[config.mk]
export PLATFORM = sky130hd
export DESIGN_NAME = pi_cmd_decoder
export DESIGN_NICKNAME = d
export VERILOG_FILES = /design/src/logic/pi_bridge_pkg.sv /design/src/logic/pi_cmd_decoder.sv
export SDC_FILE = /design/constraint.sdc
export NUM_CORES = 1
export LEC_CHECK = 0
export BUFFER_PORTS_ARGS = -buffer_cell sky130_fd_sc_hd__buf_2
export CORE_MARGIN = 10
export CORE_UTILIZATION = 40
export DETAILED_ROUTE_END_ITERATION = 16
export PLACE_DENSITY = 0.79
export SLEW_MARGIN = 10
export SYNTH_ARGS = -nofsm -noshare
export SYNTH_HDL_FRONTEND = slang
export SYNTH_SLANG_ARGS = --single-unit
[constraint.sdc]
create_clock -name state_clk -period 4.15 [get_ports state_clk]
set_input_delay 0.2075 -clock state_clk [delete_from_list [all_inputs] [get_ports state_clk]]
set_output_delay 0.2075 -clock state_clk [all_outputs]
set_load 0.01 [all_outputs]
[src/logic/pi_bridge_pkg.sv]
/*
 * SPI bridge shared definitions: widths, bus request, decoder states and
 * the constants for frame length, RAM size and access timing.
 */
`default_nettype none

package pi_bridge_pkg;

    //////////////////////////////////////////////////
    // widths that carry a meaning.
    //////////////////////////////////////////////////
    typedef logic [7:0]  byte_t;       // one SPI or bus data byte.
    typedef logic [16:0] bus_addr_t;   // a16 followed by address bytes 1 and 2.
    typedef logic [5:0]  cmd_t;        // command field of frame byte 0.
    typedef logic [2:0]  frame_len_t;  // bytes the decoder wants buffered, 0 to 4.

    // one bus access as seen by the target.
    typedef struct packed {
        logic      rw_b;   // 1 means read.
        bus_addr_t addr;
        byte_t     data;
    } bus_req_t;

    typedef enum logic [2:0] {
        idle,
        read_cmd,
        writing,
        completing,
        done
    } decoder_state_t;

    //////////////////////////////////////////////////
    // constants.
    //////////////////////////////////////////////////
    localparam int cmd_access         = 0;   // perform one bus access.
    localparam int frame_bytes        = 4;
    localparam int ram_addr_bits      = 10;
    localparam int access_wait_cycles = 2;   // request rise to done rise.
    localparam int sync_stages        = 2;

endpackage

`default_nettype wire
[src/logic/pi_cmd_decoder.sv]
/*
 * Command decoder FSM. Walks through the frame, builds the bus request for
 * the access command and reports pending and done to the host.
 */
`timescale 1ns/10ps
`default_nettype none

module pi_cmd_decoder (
    input  wire logic                      state_clk,
    input  wire logic                      pi_pending_in,
    input  wire pi_bridge_pkg::byte_t [pi_bridge_pkg::frame_bytes-1:0] frame,
    input  wire logic                      valid,
    output pi_bridge_pkg::frame_len_t      length,
    output pi_bridge_pkg::bus_req_t        req,
    output logic                           req_pending,
    input  wire logic                      req_done,
    output logic                           pi_pending_out,
    output logic                           pi_done_out
);
    import pi_bridge_pkg::*;

    decoder_state_t state;
    decoder_state_t next_state;

    // fields of frame byte 0.
    wire logic rw_b_in = frame[0][7];
    wire logic a16_in  = frame[0][6];
    wire cmd_t cmd_in  = frame[0][5:0];

    assign pi_pending_out = req_pending;

    //////////////////////////////////////////////////
    // next state.
    //////////////////////////////////////////////////
    always_comb begin
        next_state = state;
        unique case (state)
            idle: begin
                next_state = read_cmd;   // reset has just been released.
            end
            read_cmd: begin
                if (valid && (length == frame_len_t'(1))) begin
                    if (cmd_in == cmd_t'(cmd_access)) begin
                        next_state = writing;
                    end else begin
                        next_state = done;   // unknown command, no access.
                    end
                end
            end
            writing: begin
                if (valid && (length == frame_len_t'(frame_bytes))) begin
                    next_state = completing;
                end
            end
            completing: begin
                if (req_done) begin
                    next_state = done;
                end
            end
            done: begin
                next_state = done;
            end
            default: begin
                next_state = idle;
            end
        endcase
    end

    //////////////////////////////////////////////////
    // state register and outputs set on entry.
    //////////////////////////////////////////////////
    always_ff @(posedge state_clk or negedge pi_pending_in) begin
        if (!pi_pending_in) begin
            state       <= idle;
            length      <= '0;
            req         <= '0;
            req_pending <= 1'b0;
            pi_done_out <= 1'b0;
        end else begin
            state <= next_state;
            if (next_state != state) begin
                unique case (next_state)
                    idle:     length <= '0;
                    read_cmd: length <= frame_len_t'(1);
                    writing:  length <= frame_len_t'(frame_bytes);
                    completing: begin
                        req.rw_b    <= rw_b_in;
                        req.addr    <= {a16_in, frame[1], frame[2]};   // high byte first.
                        req.data    <= frame[3];
                        req_pending <= 1'b1;
                    end
                    done:     pi_done_out <= 1'b1;
                    default:  length <= '0;
                endcase
            end
        end
    end

    // done only follows a finished access, never one still in flight.
    assert property (@(posedge state_clk) disable iff (!pi_pending_in)
        $rose(pi_done_out) |-> !(req_pending && !req_done));

endmodule

`default_nettype wire

**After elaboration in Yosys (flattened, before gate mapping)**

Cells that the tools add are included.

- Equal/unequal tests: 11
- Multiplexer cells: 6
- Bitwise gates (word level): 1
- Reduce and logical (&&, ||, !) cells: 8

Operator list:

| cell | number |
|---|---|
| 3-bit one-hot mux with 5 select lines | 1 |
| 3-bit by 2-bit equality test with 1-bit output (second input constant) | 4 |
| 3-bit two-way mux | 4 |
| 3-bit by 1-bit equality test with 1-bit output (second input constant) | 3 |
| 3-bit equality test (second input constant) | 3 |
| 3-bit one-hot mux with 3 select lines | 1 |
| 6-bit zero test | 1 |
| 2-bit AND reduction | 3 |
| 3-bit zero test | 1 |
| 3-bit inequality test | 1 |
| 1-bit logical AND | 2 |
| 2-bit OR reduction | 1 |
| 1-bit NOT | 1 |

- Bits in registers: 34
- Input port bits: 36
- Word-level logic and storage cells: 33

**Depth between registers and ports, before layout**

Gate-level depths: netlist of run 1.

- Depth after elaboration: 8
- Gate-level depth with buffers: 6

**Worst setup path after synthesis of run 1**

Ideal clock, no wire load.

- Path type: reg2reg
- From: register state[2]
- To: register req[10] (netlist bit)
- Library setup time: 0.125 ns
- Data arrival time: 1.742 ns
- Data required time: 4.025 ns
- Path slack: 2.283 ns
- Cell stages (with the launch flop): 7
- Buffers on the path: 3
- Cells stage by stage: dfrtp_1 buf_6 or4b_1 or2_1 buf_6 buf_12 mux2_4

- Longest elaborated chain between the ends: 4

Ends and longest elaborated chain:

| what | line | text |
|---|---|---|
| start: declaration | pi_cmd_decoder.sv:22 | `decoder_state_t state;` |
| start signal: assignment | pi_cmd_decoder.sv:74 | `state <= idle;` |
| start signal: assignment | pi_cmd_decoder.sv:80 | `state <= next_state;` |
| 3-bit equality test (tied with other cells) | pi_cmd_decoder.sv:37 | `unique case (state)` |
| 3-bit one-hot mux with 5 select lines | pi_cmd_decoder.sv:37 |  |
| 3-bit inequality test or 3-bit by 2-bit equality test with 1-bit output (tied branches) | pi_cmd_decoder.sv:81, pi_cmd_decoder.sv:82 |  |
| 2-bit AND reduction (no line) * | - |  |
| end: declaration | pi_cmd_decoder.sv:14 | `output pi_bridge_pkg::bus_req_t req,` |

Every way passes the cells marked *; elsewhere a longest branch is shown, timed or not.
A chain may end at the register's enable or synchronous reset.

**Worst setup path after layout of run 1**

- From: register state[0]
- To: register req[15] (netlist bit)

Same word-level chain as after synthesis.

==> flow_summary.yaml, run 1 <==
global_route:
  grt_max_degree: 34
  grtUsageTotal_pct: 11.4
  grt_pass1_wl_mm: 5.66
  antenna_found_initial: 0
  grt_pass1_vias: 1085
  grt_overflow: 0
synthesis:
  synth_cell_types: 29
  syn-cell-area_sq_um: 1470
  seq_area_frac_synth_pct: 56.4
  yosys-top-cells-area: "dfrtp_1, mux2_4, mux2_2, buf_12, nand2b_1"
  ys_ff_latch: 33
  syn_inst: 96
  synth.avg_cell_area_sq_um: 15.3
  synth_top_area_share_pct: 56.4
  yosysWarnings: 0
  synthesis.nets: 132
  synth_top_cell_by_area: "dfrtp_1"
clocking:
  root_buffer: "clkbuf_8"
  cts.reportedPaths.clkPinSlew_ns: 0.07
  cts.repair.resized: 0
  clkLatencyLatePin_ns: 0.29
  cts_htree_levels: 2
  clk_path_buf_depth: 2
  post_cts_buffers: 0
  clkSinkCount: 33
  cts_buffers: 5
  cts_tree: "done"
floorplanning:
  die_area_sq_um: 6480
  coreArea_sq_um: 3440
  ios: 68
  initial_core_util_pct: 42.6
  floorplan.rows: 21
  die_h_microns: 80.5
  die_width_microns: 80.5
layout:
  seq_area_sq_um: 826
  fillers: 290
  layout_common_cells: "buf_2, dfrtp_1, mux2_4, mux2_2, clkbuf_8"
  fin_nets: 201
  drive_above_1_share_pct: 60.8
  multi_input_area_sq_um: 558
  n_antenna_cell: 0
  syn_to_final_growth_pct: 30.3
  layout_commonest_cell: "buf_2"
route:
  drt_iter0_markers: 47
  avgRoutedWirePerCell_microns: 17.3
  drt_wl_total_mm: 3.66
  vias_per_cell: 4.80
  vias: 1018
  postRouteAntennaNets: 0
  dr.pass1.iters: 4
  remaining_drc_errors: 0
pwr:
  p_per_area_nw_per_um2: 459
  power.leakage_nw: 1.06
  irDropWorstVdd_uv: 194
timing:
  layout_min_cycle_time_ns: 1.96
  setup_viol: 0
  setup_slack_ns: 2.19
  skew_ns: 0.00728
  rsz0062_at_grt: "no"
  worst_pin_slew_ns: 0.715
  fmax_mhz: 511
  slew-limit-headroom_pct: 52.4
  slew_viol_final: 0
  min_period_over_period_pct: 47.2
  fin_tns_setup_ns: 0
  holdWs_ns: 0.146
  final-hold-violation-count: 0
worst_setup_path:
  worstPathArrival_ns: 2.13
  critPathMaxFanout: 27
  slowest_stage: "or4b_1"
  required_ns: 4.32
  cp-start-kind: "flip-flop"
  path_cells: "or4b_1 > or2_1 > buf_4 > mux2_4"
  max_stage_delay_ns: 0.57
  cp-end-kind: "flip-flop"
  critPathKind: "flip-flop to flip-flop"
placed_design:
  port_buffers: 66
  gp_congestion: 0.776
  pre_cts_ws_ns: 2.22
  post-dp-hpwl_mm: 2.81
min_path:
  hold_class: "input port to flip-flop"
flow_run:
  maxCapViolCount: 0
run_status:
  status: "finished clean"
## area by class of cell
cell class | instances | area share [%]
Clock buffer | 7 | 4.52
Clock inverter | 1 | 1.57
Inverter | 1 | 0.197
Multi-Input combinational cell | 56 | 29.2
Sequential cell | 33 | 43.3
Tap cell | 46 | 3.01
Timing Repair Buffer | 68 | 18.2
## critical path, delay by kind of cell, from the launching register on
kind | cells | cell delay, ns
muxes | 1 | 0.34
DFF | 1 | 0.43
buffers and inverters | 1 | 0.26
and+or+nand+nor | 2 | 0.79
## through the flow
step | utilization [%] | power [W] | instances | cell area, sq um
6_report | 55.5 | 0.000876 | 212 | 1910
5_1_grt | 55.5 | 0.000925 | 212 | 1910
4_1_cts | 55.5 | 0.000886 | 212 | 1910
3_5_place_dp | 51.8 | 0.000568 | 203 | 1780
3_3_place_gp | 51.8 | 0.000556 | 203 | 1780
2_1_floorplan | - | 0.000503 | 96 | 1470
## state kept, by name, indices dropped and copies added (netlist names)
name,cells
req,26
pi_pending_out,1
state,3
length,2
pi_done_out,1
## cell usage after synthesis (all sizes together)
master	instances
a211o	1
a211oi	2
a21oi	1
a31oi	1
and2	1
and2b	1
and3	1
and4b	1
buf	6
conb	1
dfrtp	33
inv	1
maj3	1
mux2	26
nand2	4
nand2b	4
nand3b	1
nor2	2
nor4	1
nor4b	1
o21ai	1
o22ai	1
o32ai	1
or2	1
or3b	1
or4b	1
## power breakdown
| part | leakage (nW) | total [W] | switching [W] | internal [W] |
|---|---|---|---|---|
| combinational | 0.587 | 0.000169 | 0.0000824 | 0.0000869 |
| sequential | 0.417 | 0.000393 | 0.0000370 | 0.000356 |
| clock | 0.0585 | 0.000314 | 0.000118 | 0.000196 |
## kinds of logic (layout without fill, tap and decap cells)
group,count (synthesis),after routing,synth area share (%)
and+or+nand+nor,20,20,8.54
buffers and inverters,7,77,5.55
muxes,26,26,24.9
AOI/OAI and AO/OA,8,8,3.76
adders and majority gates,1,1,0.683
DFF,33,33,56.4
other,1,1,0.256
## timing repair
action                                  in CTS  in global routing
hold buffers                                 1                  0
endpoints found under the hold margin       33                  0
endpoints found under the setup margin       0                  0
## per-layer routing
layer	vias to the layer above	global-route usage [%]	share of wire, %
met3	5	5.12	9.3
met2	38	18.4	51
met4	0	5.81	2.1
met1	499	12.4	38
met5	-	0	0
li1	476	-	-
## path summary, 6_finish.rpt
check | startpoint | to | slack, ns | cells after the start
max | state[0] | req[15] | 2.19 | 4
min | frame[26] | req[2] | 0.15 | 2
max reg2reg | state[0] | req[15] | 2.19 | 4
min reg2reg | pi_done_out | pi_done_out | 0.48 | 1
max in group asynchronous | pi_pending_in | pi_done_out | 3.19 | 2
min in group asynchronous | pi_pending_in | req[10] | 0.50 | 2
Power figures use the tool's default switching activity.
==> run 2: changes to the inputs <==
- clock period: 4.15 -> 1.9 ns (I/O delays scaled with it)
==> run 2 against run 1 <==
Compared with the run above:
- clock power up 50%
- register-to-register slack got worse by 2.1 ns
- via count increased by 2.3%
- final cell count rose by 1.4%
- global-route usage down 0.33 points
- largest cell class unchanged
==> flow_summary.yaml, run 2 (same netlist as run 1, synthesis figures left out) <==
route:
  avgRoutedWirePerCell_microns: 17.1
  remaining_drc_errors: 0
  dr.pass1.iters: 4
  met2_length_mm: 1.82
  vias_per_cell: 4.84
  vias: 1041
  drt_wl_total_mm: 3.68
  top_layer_used: "met4"
  drt_iter0_markers: 59
  drt-met1-wl_mm: 1.35
  postRouteAntennaNets: 0
  wl_met3_microns: 408
layout:
  fin_nets: 206
  largest_register_ffs: 26
  reg.largest.list: "req x26, state x3, length x2"
  syn_to_final_growth_pct: 30.0
  largest-register: "req"
  seq_area_sq_um: 826
  n_antenna_cell: 0
  layout_common_cells: "buf_2, dfrtp_1, mux2_4, mux2_2, buf_4"
  multi_input_area_sq_um: 558
  fillers: 307
  drive_above_1_share_pct: 62.1
  layout_commonest_cell: "buf_2"
pwr:
  power.leakage_nw: 1.07
  p_per_area_nw_per_um2: 916
  irDropWorstVdd_uv: 385
timing:
  rsz0062_at_grt: "no"
  slew-limit-headroom_pct: 52.9
  setup_viol: 0
  layout_min_cycle_time_ns: 1.80
  final-hold-violation-count: 0
  fmax_mhz: 555
  fin_tns_setup_ns: 0
  slew_viol_final: 0
  min_period_over_period_pct: 94.9
  setup_slack_ns: 0.0966
  skew_ns: 0.00521
  worst_pin_slew_ns: 0.706
clocking:
  clk_path_buf_depth: 2
  cts_buffers: 5
  hold_buffers: 1
  root_buffer: "clkbuf_8"
  clkSinkCount: 33
  cts_htree_levels: 2
  post_cts_buffers: 0
  cts.repair.resized: 0
  cts.reportedPaths.clkPinSlew_ns: 0.06
  cts_tree: "done"
  clkLatencyLatePin_ns: 0.28
floorplanning:
  die_area_sq_um: 6480
  die_h_microns: 80.5
  floorplan.rows: 21
  die_width_microns: 80.5
  initial_core_util_pct: 42.6
  coreArea_sq_um: 3440
  ios: 68
placed_design:
  post-dp-hpwl_mm: 2.87
  port_buffers: 66
  pre_cts_ws_ns: 0.109
  gp_congestion: 0.783
worst_setup_path:
  reg2regPathDepth: 4
  cp-start-kind: "flip-flop"
  max_stage_delay_ns: 0.53
  rr_startpoint: "state[0]"
  path_cells: "or4b_1 > or2_1 > buf_4 > mux2_4"
  critPathKind: "flip-flop to flip-flop"
  r2r_end: "req[19]"
  critPathMaxFanout: 15
  worstPathArrival_ns: 1.96
  required_ns: 2.06
  cp-end-kind: "flip-flop"
  reg2reg_setup_slack_ns: 0.1
  slowest_stage: "or4b_1"
global_route:
  grt_max_degree: 34
  grt_overflow: 0
  antenna_found_initial: 0
  grt_pass1_wl_mm: 5.62
  grtUsageTotal_pct: 11.1
  grt_pass1_vias: 1128
min_path:
  holdPathStages: 2
  hp-start: "frame[26]"
  hold_end: "req[2]"
  hold_class: "input port to flip-flop"
run_status:
  status: "finished clean"
flow_run:
  maxCapViolCount: 0
run 2: changes by cell type in the layout (fill, tap and decap cells not counted):
cell / delta
clkbuf_1: -1
clkbuf_8: -1
clkinv_2: +1
buf_4: +5
bufinv_16: -1
run 2: worst max-delay path: cells and delay by family (launching register included):
kind / cells / cell delay (ns)
simple gates: 2 / 0.77
buf+inv: 1 / 0.22
mux: 1 / 0.32
flops: 1 / 0.38
run 2: final cells by class:
class	count	share of cell area, %
sequential	33	43.4
multi-input combinational	56	29.3
timing repair buffer	73	20.2
clock buffer	5	3.61
tap	46	3.02
clock inverter	1	0.263
inverter	1	0.197
run 2: worst max path at each step:
| stage | startpoint | endpoint | slack, ns | cells past startpoint |
|---|---|---|---|---|
| after global placement | state[0] | req[11] | 0.14 | 4 |
| final | state[0] | req[19] | 0.1 | 4 |
| after detailed placement | state[0] | req[19] | 0.11 | 4 |
| after floorplan | state[2] | req[10] | 0.03 | 6 |
| after global routing | state[0] | req[19] | 0.04 | 4 |
| after CTS | state[0] | req[19] | 0.1 | 4 |
run 2: report_power, final:
| group | leakage [nW] | switching (W) | internal [W] |
|---|---|---|---|
| Sequential | 0.417 | 0.0000436 | 0.000777 |
| Combinational | 0.611 | 0.000223 | 0.000229 |
| Clock | 0.0399 | 0.000232 | 0.000240 |
| Total | 1.07 | 0.000498 | 0.00125 |
run 2: per-stage QoR:
stage          power (W)  util, %  cell area, sq um  hold slack (ns)  instances
2_1_floorplan    0.00110        -              1470           -0.201         96
3_3_place_gp     0.00127     52.9              1820            0.169        208
3_5_place_dp     0.00128     52.9              1820            0.190        208
4_1_cts          0.00176     55.3              1900           0.0387        215
5_1_grt          0.00185     55.3              1900           0.0372        215
6_report         0.00174     55.3              1900           0.0458        215
run 2: per-layer routing:
metal	track usage, %	vias to the layer above
li1	-	481
met1	11.3	497
met2	18.4	54
met3	4.68	9
met4	6.87	0
met5	0	-
==> run 3: changes to the inputs <==
- CORE_UTILIZATION: 40 -> 46
- PLACE_DENSITY: 0.79 -> 0.88
==> run 3 against run 2 <==
Compared with the run above:
- wire length increased by 18%
- clock skew increased by 0.0044 ns
- critical path depth unchanged
- sequential share of layout area decreased by 5.4 points
- core utilization increased by 16 points
- clock power increased by 17%
- non-clock buffer count increased by 24
- combinational power increased by 10%
- first-iteration DRC count increased by 37%
- final cell count increased by 12%
- clock-buffer cell count increased by 2
==> flow_summary.yaml, run 3 (same netlist as run 1, synthesis figures left out) <==
run_status:
  status: "finished clean"
layout:
  layout_commonest_cell: "buf_2"
  fillers: 208
  largest_register_ffs: 26
  layout_common_cells: "buf_2, dfrtp_1, dlygate4sd3_1, mux2_4, mux2_2"
  drive_above_1_share_pct: 53.8
  fin_nets: 230
  syn_to_final_growth_pct: 48.3
  largest-register: "req"
  reg.largest.list: "req x26, state x3, length x2"
  final_util_pct: 71.2
route:
  vias_per_cell: 4.85
  avgRoutedWirePerCell_microns: 17.9
  postRouteAntennaNets: 0
  drt-met1-wl_mm: 1.60
  drt_iter0_markers: 81
  remaining_drc_errors: 0
  dr.pass1.iters: 4
  vias: 1169
  drt_wl_total_mm: 4.32
  top_layer_used: "met4"
  met2_length_mm: 2.23
  wl_met3_microns: 355
clocking:
  cts_tree: "done"
  cts.repair.resized: 0
  cts.reportedPaths.clkPinSlew_ns: 0.10
  cts_htree_levels: 2
  post_cts_buffers: 0
  clk_path_buf_depth: 2
  root_buffer: "clkbuf_4"
  cts_buffers: 5
  clkSinkCount: 33
  clkLatencyLatePin_ns: 0.32
floorplanning:
  die_h_microns: 76.4
  floorplan.rows: 20
  die_area_sq_um: 5840
  initial_core_util_pct: 48.0
  die_width_microns: 76.4
  coreArea_sq_um: 3050
  ios: 68
worst_setup_path:
  required_ns: 2.11
  critPathMaxFanout: 27
  critPathKind: "flip-flop to flip-flop"
  reg2reg_setup_slack_ns: 0.08
  worstPathArrival_ns: 2.03
  cp-end-kind: "flip-flop"
  reg2regPathDepth: 4
  cp-start-kind: "flip-flop"
pwr:
  irDropWorstVdd_uv: 586
  combPwrFrac_pct: 26.5
  p_per_area_nw_per_um2: 862
  pwr-share-clk_pct: 29.4
  internal-power_w: 0.00135
  seqPwrFrac_pct: 44.1
  power.leakage_nw: 1.18
  switchingPower_w: 0.000521
  p_total_w: 0.00187
  swShare_pct: 27.8
timing:
  layout_min_cycle_time_ns: 1.82
  skew_ns: 0.00960
  setup_viol: 0
  slew-limit-headroom_pct: 52.6
  fmax_mhz: 551
  slew_viol_final: 0
  setup_slack_ns: 0.0844
  worst_pin_slew_ns: 0.710
  min_period_over_period_pct: 95.6
  final-hold-violation-count: 0
  holdWs_ns: 0.0181
  rsz0062_at_grt: "no"
  fin_tns_setup_ns: 0
global_route:
  grt_pass1_vias: 1344
  grt_max_degree: 34
  antenna_found_initial: 1
  grtUsageTotal_pct: 15.0
  grt_pass1_wl_mm: 7.08
  grt_overflow: 0
min_path:
  hold_class: "input port to flip-flop"
  holdPathStages: 2
placed_design:
  port_buffers: 66
  gp_congestion: 0.836
  post-dp-hpwl_mm: 2.87
  pre_cts_ws_ns: 0.117
flow_run:
  maxCapViolCount: 0
[run 3: cell count changes in the layout (fill, tap and decap cells not counted), sizes merged]
cell	before	now
buf	72	71
bufinv	0	1
clkbuf	5	7
clkinv	1	0
diode	0	2
dlygate4sd3	1	26
[run 3: path summary, 6_finish.rpt]
check | from | endpoint
max in group asynchronous | pi_pending_in | req[18]
min | frame[31] | req[7]
max reg2reg | length[0] | req[9]
min reg2reg | pi_done_out | pi_done_out
min in group asynchronous | pi_pending_in | req[10]
max | length[0] | req[9]
[run 3: cell type report]
type | count | area [sq um] | share of cell area (%)
antenna | 2 | 5.00 | 0.230
tap | 44 | 55.1 | 2.53
sequential | 33 | 826 | 38.0
multi-input combinational | 56 | 558 | 25.7
clock buffer | 7 | 55.1 | 2.53
clock inverter | 1 | 30.0 | 1.38
timing repair buffer | 97 | 641 | 29.5
inverter | 1 | 3.75 | 0.173
[run 3: what timing repair did]
| item | CTS | global route |
|---|---|---|
| hold buffers | 22 | 4 |
| setup endpoints to repair | 0 | 0 |
| endpoints found under the hold margin | 54 | 4 |
[run 3: worst max-delay path, stage by stage (launching register included)]
cell and delay [ns]:
dfrtp_1 0.41, or4b_1 0.53, or2_1 0.26, buf_12 0.19, mux2_4 0.32
[run 3: routing by layer]
layer	up-vias	global-route usage, %
li1	534	-
met1	554	15.0
met2	69	26.3
met3	12	5.66
met4	0	8.18
met5	-	0
[run 3: metrics by stage]
| stage | instances | cell area, sq um |
|---|---|---|
| finish | 241 | 2170 |
| global route | 240 | 2170 |
| CTS | 235 | 2130 |
| detailed placement | 205 | 1820 |
| global placement | 205 | 1820 |
| floorplan | 96 | 1470 |
[run 3: power by group through the flow]
stage	logic, W	clock network, W	registers, W
CTS	0.000488	0.000561	0.000826
global route	0.000548	0.000597	0.000836
finish	0.000497	0.000552	0.000826
floorplan	0.000231	0	0.000867
detailed placement	0.000450	0	0.000838
global placement	0.000431	0	0.000830
