--- src/logic/pi_bridge_pkg.sv ---
/*
 * SPI bridge shared definitions: widths, bus request, decoder states and
 * the constants for frame length, RAM size and access timing.
 */
`default_nettype none

package pi_bridge_pkg;

    //////////////////////////////////////////////////
    // widths that carry a meaning.
    //////////////////////////////////////////////////
    typedef logic [7:0]  byte_t;       // one SPI or bus data byte.
    typedef logic [16:0] bus_addr_t;   // a16 followed by address bytes 1 and 2.
    typedef logic [5:0]  cmd_t;        // command field of frame byte 0.
    typedef logic [2:0]  frame_len_t;  // bytes the decoder wants buffered, 0 to 4.

    // one bus access as seen by the target.
    typedef struct packed {
        logic      rw_b;   // 1 means read.
        bus_addr_t addr;
        byte_t     data;
    } bus_req_t;

    typedef enum logic [2:0] {
        idle,
        read_cmd,
        writing,
        completing,
        done
    } decoder_state_t;

    //////////////////////////////////////////////////
    // constants.
    //////////////////////////////////////////////////
    localparam int cmd_access         = 0;   // perform one bus access.
    localparam int frame_bytes        = 4;
    localparam int ram_addr_bits      = 10;
    localparam int access_wait_cycles = 2;   // request rise to done rise.
    localparam int sync_stages        = 2;

endpackage

`default_nettype wire
--- src/logic/spi_byte_shifter.sv ---
/*
 * SPI mode 0 byte shifter running on the system clock. Synchronizes the pins,
 * collects received bytes with a strobe and shifts the transmit byte out.
 */
`timescale 1ns/10ps
`default_nettype none

module spi_byte_shifter (
    input  wire logic                 state_clk,
    input  wire logic                 pi_pending_in,
    input  wire logic                 spi_sclk,
    input  wire logic                 spi_cs_n,
    input  wire logic                 spi_rx,
    output logic                      spi_tx,
    input  wire pi_bridge_pkg::byte_t tx_byte,
    output pi_bridge_pkg::byte_t      rx_byte,
    output logic                      rx_strobe,
    output logic                      frame_start
);
    import pi_bridge_pkg::*;

    logic [sync_stages-1:0] sclk_sync;
    logic [sync_stages-1:0] cs_sync;
    logic [sync_stages-1:0] rx_sync;
    logic                   sclk_prev;
    logic                   cs_prev;
    logic [2:0]             bit_cnt;
    byte_t                  rx_shift;
    byte_t                  tx_shift;

    wire logic sclk_q    = sclk_sync[sync_stages-1];
    wire logic cs_q      = cs_sync[sync_stages-1];
    wire logic sclk_rise = sclk_q & ~sclk_prev;
    wire logic sclk_fall = ~sclk_q & sclk_prev;

    assign frame_start = cs_prev & ~cs_q;   // chip select just went active.
    assign spi_tx      = tx_shift[7];

    //////////////////////////////////////////////////
    // pin synchronizers and edge history.
    //////////////////////////////////////////////////
    always_ff @(posedge state_clk or negedge pi_pending_in) begin
        if (!pi_pending_in) begin
            sclk_sync <= '0;
            cs_sync   <= '1;   // chip select idles high.
            rx_sync   <= '0;
            sclk_prev <= 1'b0;
            cs_prev   <= 1'b1;
        end else begin
            sclk_sync <= {sclk_sync[sync_stages-2:0], spi_sclk};
            cs_sync   <= {cs_sync[sync_stages-2:0], spi_cs_n};
            rx_sync   <= {rx_sync[sync_stages-2:0], spi_rx};
            sclk_prev <= sclk_q;
            cs_prev   <= cs_q;
        end
    end

    //////////////////////////////////////////////////
    // receive and transmit shifting.
    //////////////////////////////////////////////////
    always_ff @(posedge state_clk or negedge pi_pending_in) begin
        if (!pi_pending_in) begin
            bit_cnt   <= '0;
            rx_shift  <= '0;
            rx_byte   <= '0;
            rx_strobe <= 1'b0;
            tx_shift  <= '0;
        end else begin
            rx_strobe <= 1'b0;
            if (cs_q) begin
                bit_cnt <= '0;   // deselected, so the next byte starts fresh.
            end else if (sclk_rise) begin
                rx_shift <= {rx_shift[6:0], rx_sync[sync_stages-1]};
                bit_cnt  <= bit_cnt + 3'd1;
                if (bit_cnt == 3'd7) begin
                    rx_byte   <= {rx_shift[6:0], rx_sync[sync_stages-1]};
                    rx_strobe <= 1'b1;
                end
            end

            // At a byte boundary the next byte is kept loaded, so its bit 7
            // is on the pin before the first rising edge of that byte.
            if (bit_cnt == 3'd0) begin
                tx_shift <= tx_byte;
            end else if (sclk_fall) begin
                tx_shift <= {tx_shift[6:0], 1'b0};
            end
        end
    end

    // one strobe per byte, and bytes are at least eight edges apart.
    assert property (@(posedge state_clk) disable iff (!pi_pending_in)
        rx_strobe |=> !rx_strobe);

endmodule

`default_nettype wire

--- config.mk ---
export PLATFORM = sky130hd
export DESIGN_NAME = spi_byte_shifter
export DESIGN_NICKNAME = d
export VERILOG_FILES = /design/src/logic/pi_bridge_pkg.sv /design/src/logic/spi_byte_shifter.sv
export SDC_FILE = /design/constraint.sdc
export NUM_CORES = 1
export LEC_CHECK = 0
export BUFFER_PORTS_ARGS = -buffer_cell sky130_fd_sc_hd__buf_4
export CAP_MARGIN = 10
export CORE_MARGIN = 1
export CORE_UTILIZATION = 45
export CTS_CLUSTER_SIZE = 8
export DETAILED_ROUTE_END_ITERATION = 10
export PLACE_DENSITY = 0.64
export SETUP_SLACK_MARGIN = 0.1
export SLEW_MARGIN = 10
export SYNTH_ARGS = -nofsm -noshare
export SYNTH_HDL_FRONTEND = slang
export SYNTH_SLANG_ARGS = --single-unit
--- constraint.sdc ---
create_clock -name state_clk -period 3.1 [get_ports state_clk]
set_input_delay 0 -clock state_clk [delete_from_list [all_inputs] [get_ports state_clk]]
set_output_delay 0 -clock state_clk [all_outputs]
set_load 0.01 [all_outputs]
**Yosys cells after proc, flatten, opt, wreduce, memory -nomap -nowiden**

Cells that the tools add are included.

- Logic and storage cells: 30
- Input bits: 13
- Output and inout port bits: 11
- Register bits: 35

- $add $sub $neg: 1
- Reductions and logical operators: 5
- Mux-type cells: 7
- Bitwise operators: 6
- Equality and inequality tests: 1

Operator list:

| kind | number |
|---|---|
| 8-bit two-way mux | 2 |
| 3-bit two-way mux | 2 |
| 2-bit nonzero test | 2 |
| 3-bit by 1-bit adder with 3-bit output, second input constant | 1 |
| 1-bit AND | 3 |
| 3-bit equality test, second input constant | 1 |
| 3-bit logical NOT | 1 |
| 1-bit two-way mux | 3 |
| 1-bit inverter | 3 |
| 3-bit AND reduction | 1 |
| 2-bit AND reduction | 1 |

**Depth between registers and ports, before layout**

Gate-level depths: netlist (run 1).

- Depth in word-level cells: 4
- Mapped depth: 7
- Gate-level depth less buffers: 5

**Worst setup path after synthesis (run 1)**

Ideal clock, no wire load.

- Kind: register to register
- Start: register sclk_prev
- End: register rx_byte[0]
- Clock period less this slack: 1467 ps
- Stages on the path, launching flop included: 5
- Setup time: 125 ps
- Required time: 2975 ps
- Path buffers: 1
- Slack: 1633 ps
- Arrival time: 1342 ps
- Cell sequence: dfrtp_1 > nor3b_4 > and2_4 > buf_12 > mux2_4

- Word-level cells in the longest chain between the ends: 3

Ends and longest elaborated chain:

| element | line | text |
|---|---|---|
| start: declaration | spi_byte_shifter.sv:25 | `logic sclk_prev;` |
| start signal: assignment | spi_byte_shifter.sv:53 | `sclk_prev <= sclk_q;` |
| 1-bit inverter | spi_byte_shifter.sv:33 | `wire logic sclk_rise = sclk_q & ~sclk_prev;` |
| 1-bit AND | spi_byte_shifter.sv:33 |  |
| 3-bit AND reduction (no line) | n/a |  |
| end signal: assignment | spi_byte_shifter.sv:76 | `rx_byte <= {rx_shift[6:0], rx_sync[sync_stages-1]};` |
| end: declaration | spi_byte_shifter.sv:16 | `output pi_bridge_pkg::byte_t rx_byte,` |

No other way between the ends.
A chain may end at the register's enable or synchronous reset.

**Worst setup path in the final report (run 1)**

- Start: register sclk_prev
- End: register rx_byte[2]

The elaborated chain is that of the path after synthesis.

==> impl_metrics.tcl, run 1 <==
set metrics [dict create \
    status "finished, violations left" \
    violations "DRC" \
    grtUsageTotal_pct 14.1 \
    p_int_mw 0.671 \
    critPathMaxStageDelay_ns 0.43 \
    via_count 819 \
    antenna_cells 0 \
    design_area_sq_mm 0.00175 \
    switching_share_pct 25.2 \
    synth_area_sq_mm 0.00140 \
    crit_path_max_fanout 9 \
    hold_violations 0 \
    grt_pass1_wl_mm 3.48 \
    required_ns 3.31 \
    wl_per_cell_um 12.2 \
    dieArea_sq_mm 0.00333 \
    grt_pass1_vias 837 \
    skew_ns 0.00895 \
    setup_viol 0 \
    cts_buffers 5 \
    yosysWarnings 0 \
    final_cells 165 \
    design.core.area_sq_mm 0.00285 \
    ff2ff_path_depth 3 \
    synth_fa_ha_area_share_pct 2.69 \
    maxSlewViolCount 0 \
    antenna_found_initial 0 \
    synth_top_family_by_area "multiplexers" \
    drtPass1Iterations 7 \
    syn_inst 95 \
    cts.clk_slew.worst_paths_ns 0.10 \
    io_buffers 23 \
    max_slew_margin_pct 66.8 \
    synth_compound_area_share_pct 2.87 \
    p_per_area_mw_per_mm2 513 \
    crit_path_cell_trace "nor3b_4 > and2_4 > mux2_4" \
    yosys.area_share.xor_xnor_pct 0.627 \
    r2r-start "sclk_prev$_DFF_PN0_" \
    cp-startpoint "sclk_prev$_DFF_PN0_" \
    viasPerCell 4.96 \
    dp_cells 145 \
    start_kind "register" \
    endpoint "rx_byte[2]$_DFFE_PN0P_" \
    synth_seq_cells 35 \
    synthesis.nets 111 \
    grt_max_degree 36 \
    hold_buffers 12 \
    synth_cell_types 20 \
    reg2reg_slack_ns 1.55 \
    row_count 19 \
    synth_mux_area_share_pct 20.7 \
    period_minus_slack_ns 1.55 \
    min_path_type "in2async" \
    layout_common_cells "dfrtp_1, buf_4, dlygate4sd3_1, nor2_1, mux2i_1" \
    grt-ovfl-total 0 \
    place_congestion 0.713 \
    p_seq_share_pct 62.0 \
    clock-sinks 35 \
    tns_ns 0 \
    mostFrequentLayoutCell "dfrtp_1" \
    start_util_pct 48.9 \
    cts_resized 0 \
    cts_setup_buffers 0 \
    drt-total-wl_mm 2.02 \
    peakVddDrop_v 0.000327 \
    cts_buffer_depth 2 \
    fmax_mhz 643 \
    finalPower_mw 0.897 \
    die_h_um 57.7 \
    layout-drive-gt1-share_pct 38.8 \
    path_class "reg2reg" \
    slowest_stage "dfrtp_1" \
    drt_iter0_drc 26 \
    clkPwrFrac_pct 25.0 \
    num-nets-final 149 \
    ant_nets 0 \
    synthSimpleGateAreaFrac_pct 6.99 \
    syn_avg_cell_area_sq_um 14.7 \
    power_frac_comb_pct 13.0 \
    ios 24 \
    h-tree-depth 2 \
    finish.utilization_pct 61.3 \
    syn2layout_area_growth_pct 25.2 \
    die_w_um 57.7 \
    cts_tree "done" \
    maxCapViolCount 0 \
    ys_seq_area_share_pct 63.0 \
    p_leak_nw 0.872 \
    dpl.hpwl_mm 1.36 \
    period_share_pct 50.1 \
    worstMarginPinSlew_ns 0.498 \
    clk_latency_ns 0.32 \
    rsz0062_at_grt "no" \
    p_switching_mw 0.226 \
    place_area_sq_mm 0.00158 \
    root_buffer "clkbuf_4" \
    end_kind "register" \
    drc_errors 2 \
    timing.rr.end "rx_byte[2]$_DFFE_PN0P_" \
    cp_data_arrival_time_ns 1.76 \
]
cell usage after synthesis:
master | number | area, sq um
dfrtp_1 | 32 | 801
nor2_1 | 10 | 37.5
mux2i_1 | 9 | 90.1
mux2_4 | 8 | 120
a21oi_1 | 7 | 35.0
mux2_2 | 7 | 78.8
dfstp_2 | 3 | 78.8
ha_1 | 3 | 37.5
inv_1 | 3 | 11.3
clkbuf_1 | 2 | 7.51
nand2b_1 | 2 | 12.5
and2_4 | 1 | 8.76
and2b_2 | 1 | 8.76
buf_12 | 1 | 20.0
buf_2 | 1 | 5.00
nand3_1 | 1 | 5.00
nor2b_1 | 1 | 6.26
nor3b_4 | 1 | 18.8
o21ai_0 | 1 | 5.00
xnor2_1 | 1 | 8.76
critical path: cells and delay by family, from the launching register on:
kind	cells	cell delay [ns]
multiplexers	1	0.32
AND/OR/NAND/NOR	2	0.70
flip-flops	1	0.43
power groups by stage:
stage          clock network, mW  logic (mW)  registers [mW]
5_1_grt                    0.254       0.131           0.564
4_1_cts                    0.235       0.119           0.558
3_3_place_gp                   0       0.104           0.564
3_5_place_dp                   0       0.106           0.567
2_1_floorplan                  0      0.0740           0.552
6_report                   0.224       0.117           0.556
per-layer routing:
layer | track usage [%] | part of all wire, % | routed length, um | vias to the layer above
li1 | - | - | - | 391
met1 | 16.2 | 44 | 896 | 405
met2 | 24.6 | 50 | 1010 | 19
met3 | 4.69 | 4.2 | 84 | 4
met4 | 5.10 | 1.5 | 30 | 0
met5 | 0 | 0 | 0 | -
area by class of cell:
| type | count | area, sq um |
|---|---|---|
| inverter | 3 | 11.3 |
| timing repair buffer | 35 | 293 |
| multi-input combinational | 53 | 473 |
| fill | 228 | 1100 |
| clock inverter | 3 | 15.0 |
| sequential | 35 | 880 |
| tap | 31 | 38.8 |
| clock buffer | 5 | 37.5 |
state kept, by name, indices dropped and copies added (netlist names):
name	cells
sclk_sync	2
sclk_prev	1
rx_byte	8
cs_prev	1
rx_strobe	1
bit_cnt	3
rx_shift	7
cs_sync	2
rx_sync	2
tx_shift	8
stage by stage:
stage | hold WS (ns) | worst slack (ns)
floorplan | -0.296 | 1.63
global placement | -0.0321 | 1.58
detailed placement | -0.0315 | 1.55
CTS | 0.151 | 1.54
global route | 0.167 | 1.48
finish | 0.138 | 1.55
kinds of logic (layout without fill, tap and decap cells):
| logic type | Yosys count | in the layout |
|---|---|---|
| adders and majority gates | 3 | 3 |
| buffers and inverters | 7 | 46 |
| and+or+nand+nor | 17 | 17 |
| xor gates and xnor gates | 1 | 1 |
| AOI/OAI and AO/OA | 8 | 8 |
| muxes | 24 | 24 |
| DFF | 35 | 35 |
worst min-delay path by stage:
stage | endpoint | slack, ns | startpoint
detailed placement | rx_byte[5]$_DFFE_PN0P_ | -0.03 | pi_pending_in
floorplan | bit_cnt[0]$_DFFE_PN0P_ | -0.30 | pi_pending_in
finish | rx_byte[5]$_DFFE_PN0P_ | 0.14 | pi_pending_in
global placement | rx_byte[5]$_DFFE_PN0P_ | -0.03 | pi_pending_in
global route | tx_shift[7]$_DFFE_PN0P_ | 0.17 | pi_pending_in
CTS | rx_byte[5]$_DFFE_PN0P_ | 0.15 | pi_pending_in
No activity file was read; power rests on OpenSTA's default activity.
==> run 2: changes to the inputs <==
Clock period 3.1 ns to 1.44 ns, I/O delays scaled along.
==> run 2 against run 1 <==
  * The flow still finishes with violations (DRC)
  * Cell count up 3.6%
  * Flip-flop and latch count unchanged
  * Sequential share of layout area decreased by 1.9 points
  * Clock skew is 0.0024 ns lower
  * Critical endpoint is now rx_byte[3]$_DFFE_PN0P_
  * Hold slack got worse by 0.0033 ns
==> impl_metrics.tcl, run 2 (same netlist as run 1, synthesis figures left out) <==
set metrics [dict create \
    grt_max_degree 36 \
    hold_slack_ns 0.135 \
    reg2reg_slack_ns 0.11 \
    fin_ws_ns 0.109 \
    place_area_sq_mm 0.00159 \
    period_share_pct 92.4 \
    grt_pass1_wl_mm 3.67 \
    timing.rr.end "rx_byte[3]$_DFFE_PN0P_" \
    multi_input_area_sq_um 497 \
    p_leak_nw 0.898 \
    syn2layout_area_growth_pct 30.1 \
    min_path_type "in2async" \
    place_congestion 0.700 \
    final_cells 171 \
    dieArea_sq_mm 0.00333 \
    peakVddDrop_v 0.000703 \
    r2r-start "bit_cnt[1]$_DFFE_PN0P_" \
    drtPass1Iterations 7 \
    cts.clk_slew.worst_paths_ns 0.11 \
    cp_data_arrival_time_ns 1.56 \
    end_kind "register" \
    cts_buffer_depth 2 \
    setup_viol 0 \
    design_area_sq_mm 0.00182 \
    drt_iter0_drc 29 \
    dpl.hpwl_mm 1.32 \
    ant_nets 0 \
    crit_path_max_fanout 5 \
    viasPerCell 5.03 \
    skew_ns 0.00652 \
    layout_common_cells "dfrtp_1, buf_4, dlygate4sd3_1, nor2_1, mux2i_1" \
    period_minus_slack_ns 1.33 \
    max_slew_margin_pct 68.3 \
    drt-total-wl_mm 2.17 \
    ios 24 \
    cts_buffers 5 \
    violations "DRC" \
    wl_per_cell_um 12.7 \
    antenna_found_initial 0 \
    die_w_um 57.7 \
    h-tree-depth 2 \
    clk_latency_ns 0.33 \
    grtUsageTotal_pct 15.2 \
    required_ns 1.66 \
    hold_violations 0 \
    post-place-ws_ns 0.0487 \
    ff_latch_area_sq_um 880 \
    start_util_pct 48.9 \
    start_kind "register" \
    row_count 19 \
    num-nets-final 155 \
    via_count 860 \
    maxCapViolCount 0 \
    grt-ovfl-total 0 \
    grt_pass1_vias 815 \
    die_h_um 57.7 \
    cts_tree "done" \
    ff2ff_path_depth 4 \
    rsz0062_at_grt "yes" \
    clock-sinks 35 \
    top_regs "rx_byte x8, tx_shift x8, rx_shift x7" \
    root_buffer "clkbuf_4" \
    worstMarginPinSlew_ns 0.475 \
    dp_cells 147 \
    antenna_cells 0 \
    io_buffers 23 \
    design.core.area_sq_mm 0.00285 \
    p_per_area_mw_per_mm2 1080 \
    status "finished, violations left" \
    mostFrequentLayoutCell "dfrtp_1" \
    maxSlewViolCount 0 \
    drc_errors 2 \
    fill_cells 217 \
    fmax_mhz 751 \
    path_class "reg2reg" \
    layout-drive-gt1-share_pct 42.9 \
]
## run 2: changes by cell type in the layout (fill, tap and decap cells not counted)
cell | previous run | this run
buf_6 | 0 | 2
and2_4 | 1 | 2
ha_2 | 0 | 1
ha_4 | 0 | 1
buf_4 | 23 | 26
ha_1 | 3 | 1
## run 2: stage by stage
stage / total power [mW] / TNS, ns / util (%)
2_1_floorplan: 1.35 / -0.217 / -
3_3_place_gp: 1.43 / 0 / 55.7
3_5_place_dp: 1.45 / 0 / 55.7
4_1_cts: 1.99 / 0 / 63.1
5_1_grt: 2.08 / 0 / 63.7
6_report: 1.96 / 0 / 63.7
## run 2: critical path, stage by stage, from the launching register on
cell	delay [ns]
dfrtp_1	0.40
ha_2	0.21
ha_4	0.16
and2_4	0.16
mux2_4	0.30
## run 2: how the worst max path moves through the flow
stage / startpoint / end / slack [ns] / depth (start not counted)
floorplan: sclk_prev$_DFF_PN0_ / rx_byte[0]$_DFFE_PN0P_ / -0.03 / 4
global placement: bit_cnt[0]$_DFFE_PN0P_ / rx_byte[5]$_DFFE_PN0P_ / 0.07 / 4
detailed placement: bit_cnt[0]$_DFFE_PN0P_ / rx_byte[2]$_DFFE_PN0P_ / 0.05 / 4
CTS: bit_cnt[0]$_DFFE_PN0P_ / rx_byte[3]$_DFFE_PN0P_ / 0.12 / 4
global route: bit_cnt[1]$_DFFE_PN0P_ / rx_byte[1]$_DFFE_PN0P_ / 0.07 / 4
finish: bit_cnt[1]$_DFFE_PN0P_ / rx_byte[3]$_DFFE_PN0P_ / 0.11 / 4
## run 2: cell type report
| cell class | count | area share [%] |
|---|---|---|
| Clock buffer | 5 | 2.07 |
| Tap cell | 31 | 2.13 |
| Inverter | 3 | 0.620 |
| Sequential cell | 35 | 48.4 |
| Timing Repair Buffer | 40 | 18.6 |
| Clock inverter | 3 | 0.826 |
| Multi-Input combinational cell | 54 | 27.3 |
## run 2: repair_timing
item                                   4_1_cts  5_1_grt
hold buffers                                12        0
pin swaps                                    0        1
setup endpoints to repair                    9       19
cloned                                       1        0
buffers inserted                             3        0
endpoints found under the hold margin       46        0
gates resized for setup                      3        3
## run 2: report_power, final
group,internal [mW],switching (mW)
registers,1.11,0.0831
clock network,0.182,0.319
logic,0.167,0.101
## run 2: per-layer routing
metal	wire [um]	track usage (%)
met5	0	0
met3	100	4.69
met4	51	9.18
met2	947	22.4
met1	1070	19.9
==> run 3: changes to the inputs <==
Settings changed: BUFFER_PORTS_ARGS -buffer_cell sky130_fd_sc_hd__buf_4 to default, CORE_UTILIZATION 45 to 50, DONT_BUFFER_PORTS from default to 1, PLACE_DENSITY 0.64 to 0.63, SKIP_CTS_REPAIR_TIMING from default to 1.
==> run 3 against run 2 <==
  * The flow now finishes without violations
  * Critical path depth unchanged
  * Non-clock buffer count decreased by 22
  * Worst setup slack improved by 0.0020 ns
  * Via count decreased by 12%
  * Core utilization increased by 0.64 points
  * Clock skew increased by 0.010 ns
  * Combinational power decreased by 9.7%
  * Maximum frequency increased by 0.15%
  * Design area decreased by 9.1%
  * Register-to-register slack about the same
  * Clock-buffer cell count increased by 3
  * Global-route usage increased by 0.99 points
  * Largest power group unchanged
  * Highest routed layer unchanged
==> impl_metrics.tcl, run 3 (same netlist as run 1, synthesis figures left out) <==
set metrics [dict create \
    status "complete, no violations" \
    required_ns 1.64 \
    ant_nets 0 \
    antenna_cells 0 \
    fmax_mhz 753 \
    tns_ns 0 \
    drt-total-wl_mm 2.10 \
    io_buffers 0 \
    die_w_um 54.8 \
    worstMarginPinSlew_ns 0.470 \
    ff2ff_path_depth 4 \
    cp_data_arrival_time_ns 1.53 \
    timing.rr.end "rx_byte[0]$_DFFE_PN0P_" \
    start_kind "register" \
    finalPower_mw 1.92 \
    viasPerCell 5.14 \
    syn2layout_area_growth_pct 18.3 \
    multi_input_area_sq_um 497 \
    skew_ns 0.0167 \
    slowest_stage "dfrtp_1" \
    clock-sinks 35 \
    critPathMaxStageDelay_ns 0.40 \
    grt_max_degree 36 \
    ios 24 \
    peakVddDrop_v 0.000870 \
    cts_buffer_depth 2 \
    place_congestion 0.666 \
    fin_ws_ns 0.111 \
    grt_pass1_wl_mm 3.11 \
    start_util_pct 54.4 \
    place_area_sq_mm 0.00142 \
    via_count 761 \
    crit_path_cell_trace "ha_2 > ha_4 > and2_4 > mux2_4" \
    path_class "reg2reg" \
    dp_cells 123 \
    setup_viol 0 \
    hold_violations 0 \
    rsz0062_at_grt "yes" \
    root_buffer "clkbuf_4" \
    p_leak_nw 0.781 \
    cts_tree "done" \
    grtUsageTotal_pct 16.2 \
    fill_cells 200 \
    dieArea_sq_mm 0.00301 \
    mostFrequentLayoutCell "dfrtp_1" \
    cp_num_buf_inv 0 \
    end_kind "register" \
    min_path_type "in2async" \
    layout-drive-gt1-share_pct 29.7 \
    ff_latch_area_sq_um 880 \
    critPathTopFamily "flip-flops" \
    dpl.hpwl_mm 1.26 \
    hold_slack_ns 0.107 \
    design.core.area_sq_mm 0.00257 \
    grt-ovfl-total 0 \
    drt_iter0_drc 7 \
    maxCapViolCount 0 \
    clk_latency_ns 0.33 \
    max_slew_margin_pct 68.6 \
    layout_common_cells "dfrtp_1, dlygate4sd3_1, nor2_1, mux2i_1, mux2_4" \
    num-nets-final 133 \
    p_per_area_mw_per_mm2 1160 \
    drtPass1Iterations 4 \
    r2r-start "bit_cnt[1]$_DFFE_PN0P_" \
    grt_pass1_vias 680 \
    cts.clk_slew.worst_paths_ns 0.10 \
    maxSlewViolCount 0 \
    top_regs "rx_byte x8, tx_shift x8, rx_shift x7" \
    final_cells 148 \
    cts_buffers 5 \
    design_area_sq_mm 0.00165 \
    finish.utilization_pct 64.3 \
    antenna_found_initial 0 \
    die_h_um 54.8 \
    post-place-ws_ns 0.0528 \
    drc_errors 0 \
    h-tree-depth 2 \
    period_share_pct 92.3 \
    row_count 18 \
    reg2reg_slack_ns 0.11 \
    crit_path_max_fanout 5 \
    period_minus_slack_ns 1.33 \
    wl_per_cell_um 14.2 \
]
run 3: area by class of cell:
type	count	share of cell area (%)
inverters	3	0.682
multi-input cells	54	30.1
flip-flops and latches	35	53.3
clock buffers	8	2.95
repair buffers	18	10.8
well taps	30	2.27
run 3: worst max-delay path by stage:
stage	endpoint	start	slack, ns	cells after the start
floorplan	rx_byte[0]$_DFFE_PN0P_	sclk_prev$_DFF_PN0_	-0.03	4
global placement	rx_byte[2]$_DFFE_PN0P_	bit_cnt[0]$_DFFE_PN0P_	0.06	4
detailed placement	rx_byte[1]$_DFFE_PN0P_	bit_cnt[0]$_DFFE_PN0P_	0.05	4
CTS	rx_byte[0]$_DFFE_PN0P_	bit_cnt[0]$_DFFE_PN0P_	0.03	4
global route	rx_byte[0]$_DFFE_PN0P_	sclk_prev$_DFF_PN0_	0.02	3
finish	rx_byte[0]$_DFFE_PN0P_	bit_cnt[1]$_DFFE_PN0P_	0.11	4
run 3: report_power, final:
group          internal [mW]  switching (mW)  total (mW)  leakage [nW]
sequential              1.11          0.0853        1.20         0.435
combinational          0.143          0.0986       0.242         0.319
clock                  0.195           0.290       0.485        0.0265
run 3: metal layers:
metal  wire, um  part of all wire, %  track usage (%)
met3        124                  5.9             6.67
met1        986                   47             18.6
met4         51                  2.4             12.8
met5          0                    0                0
met2        936                   45             23.7
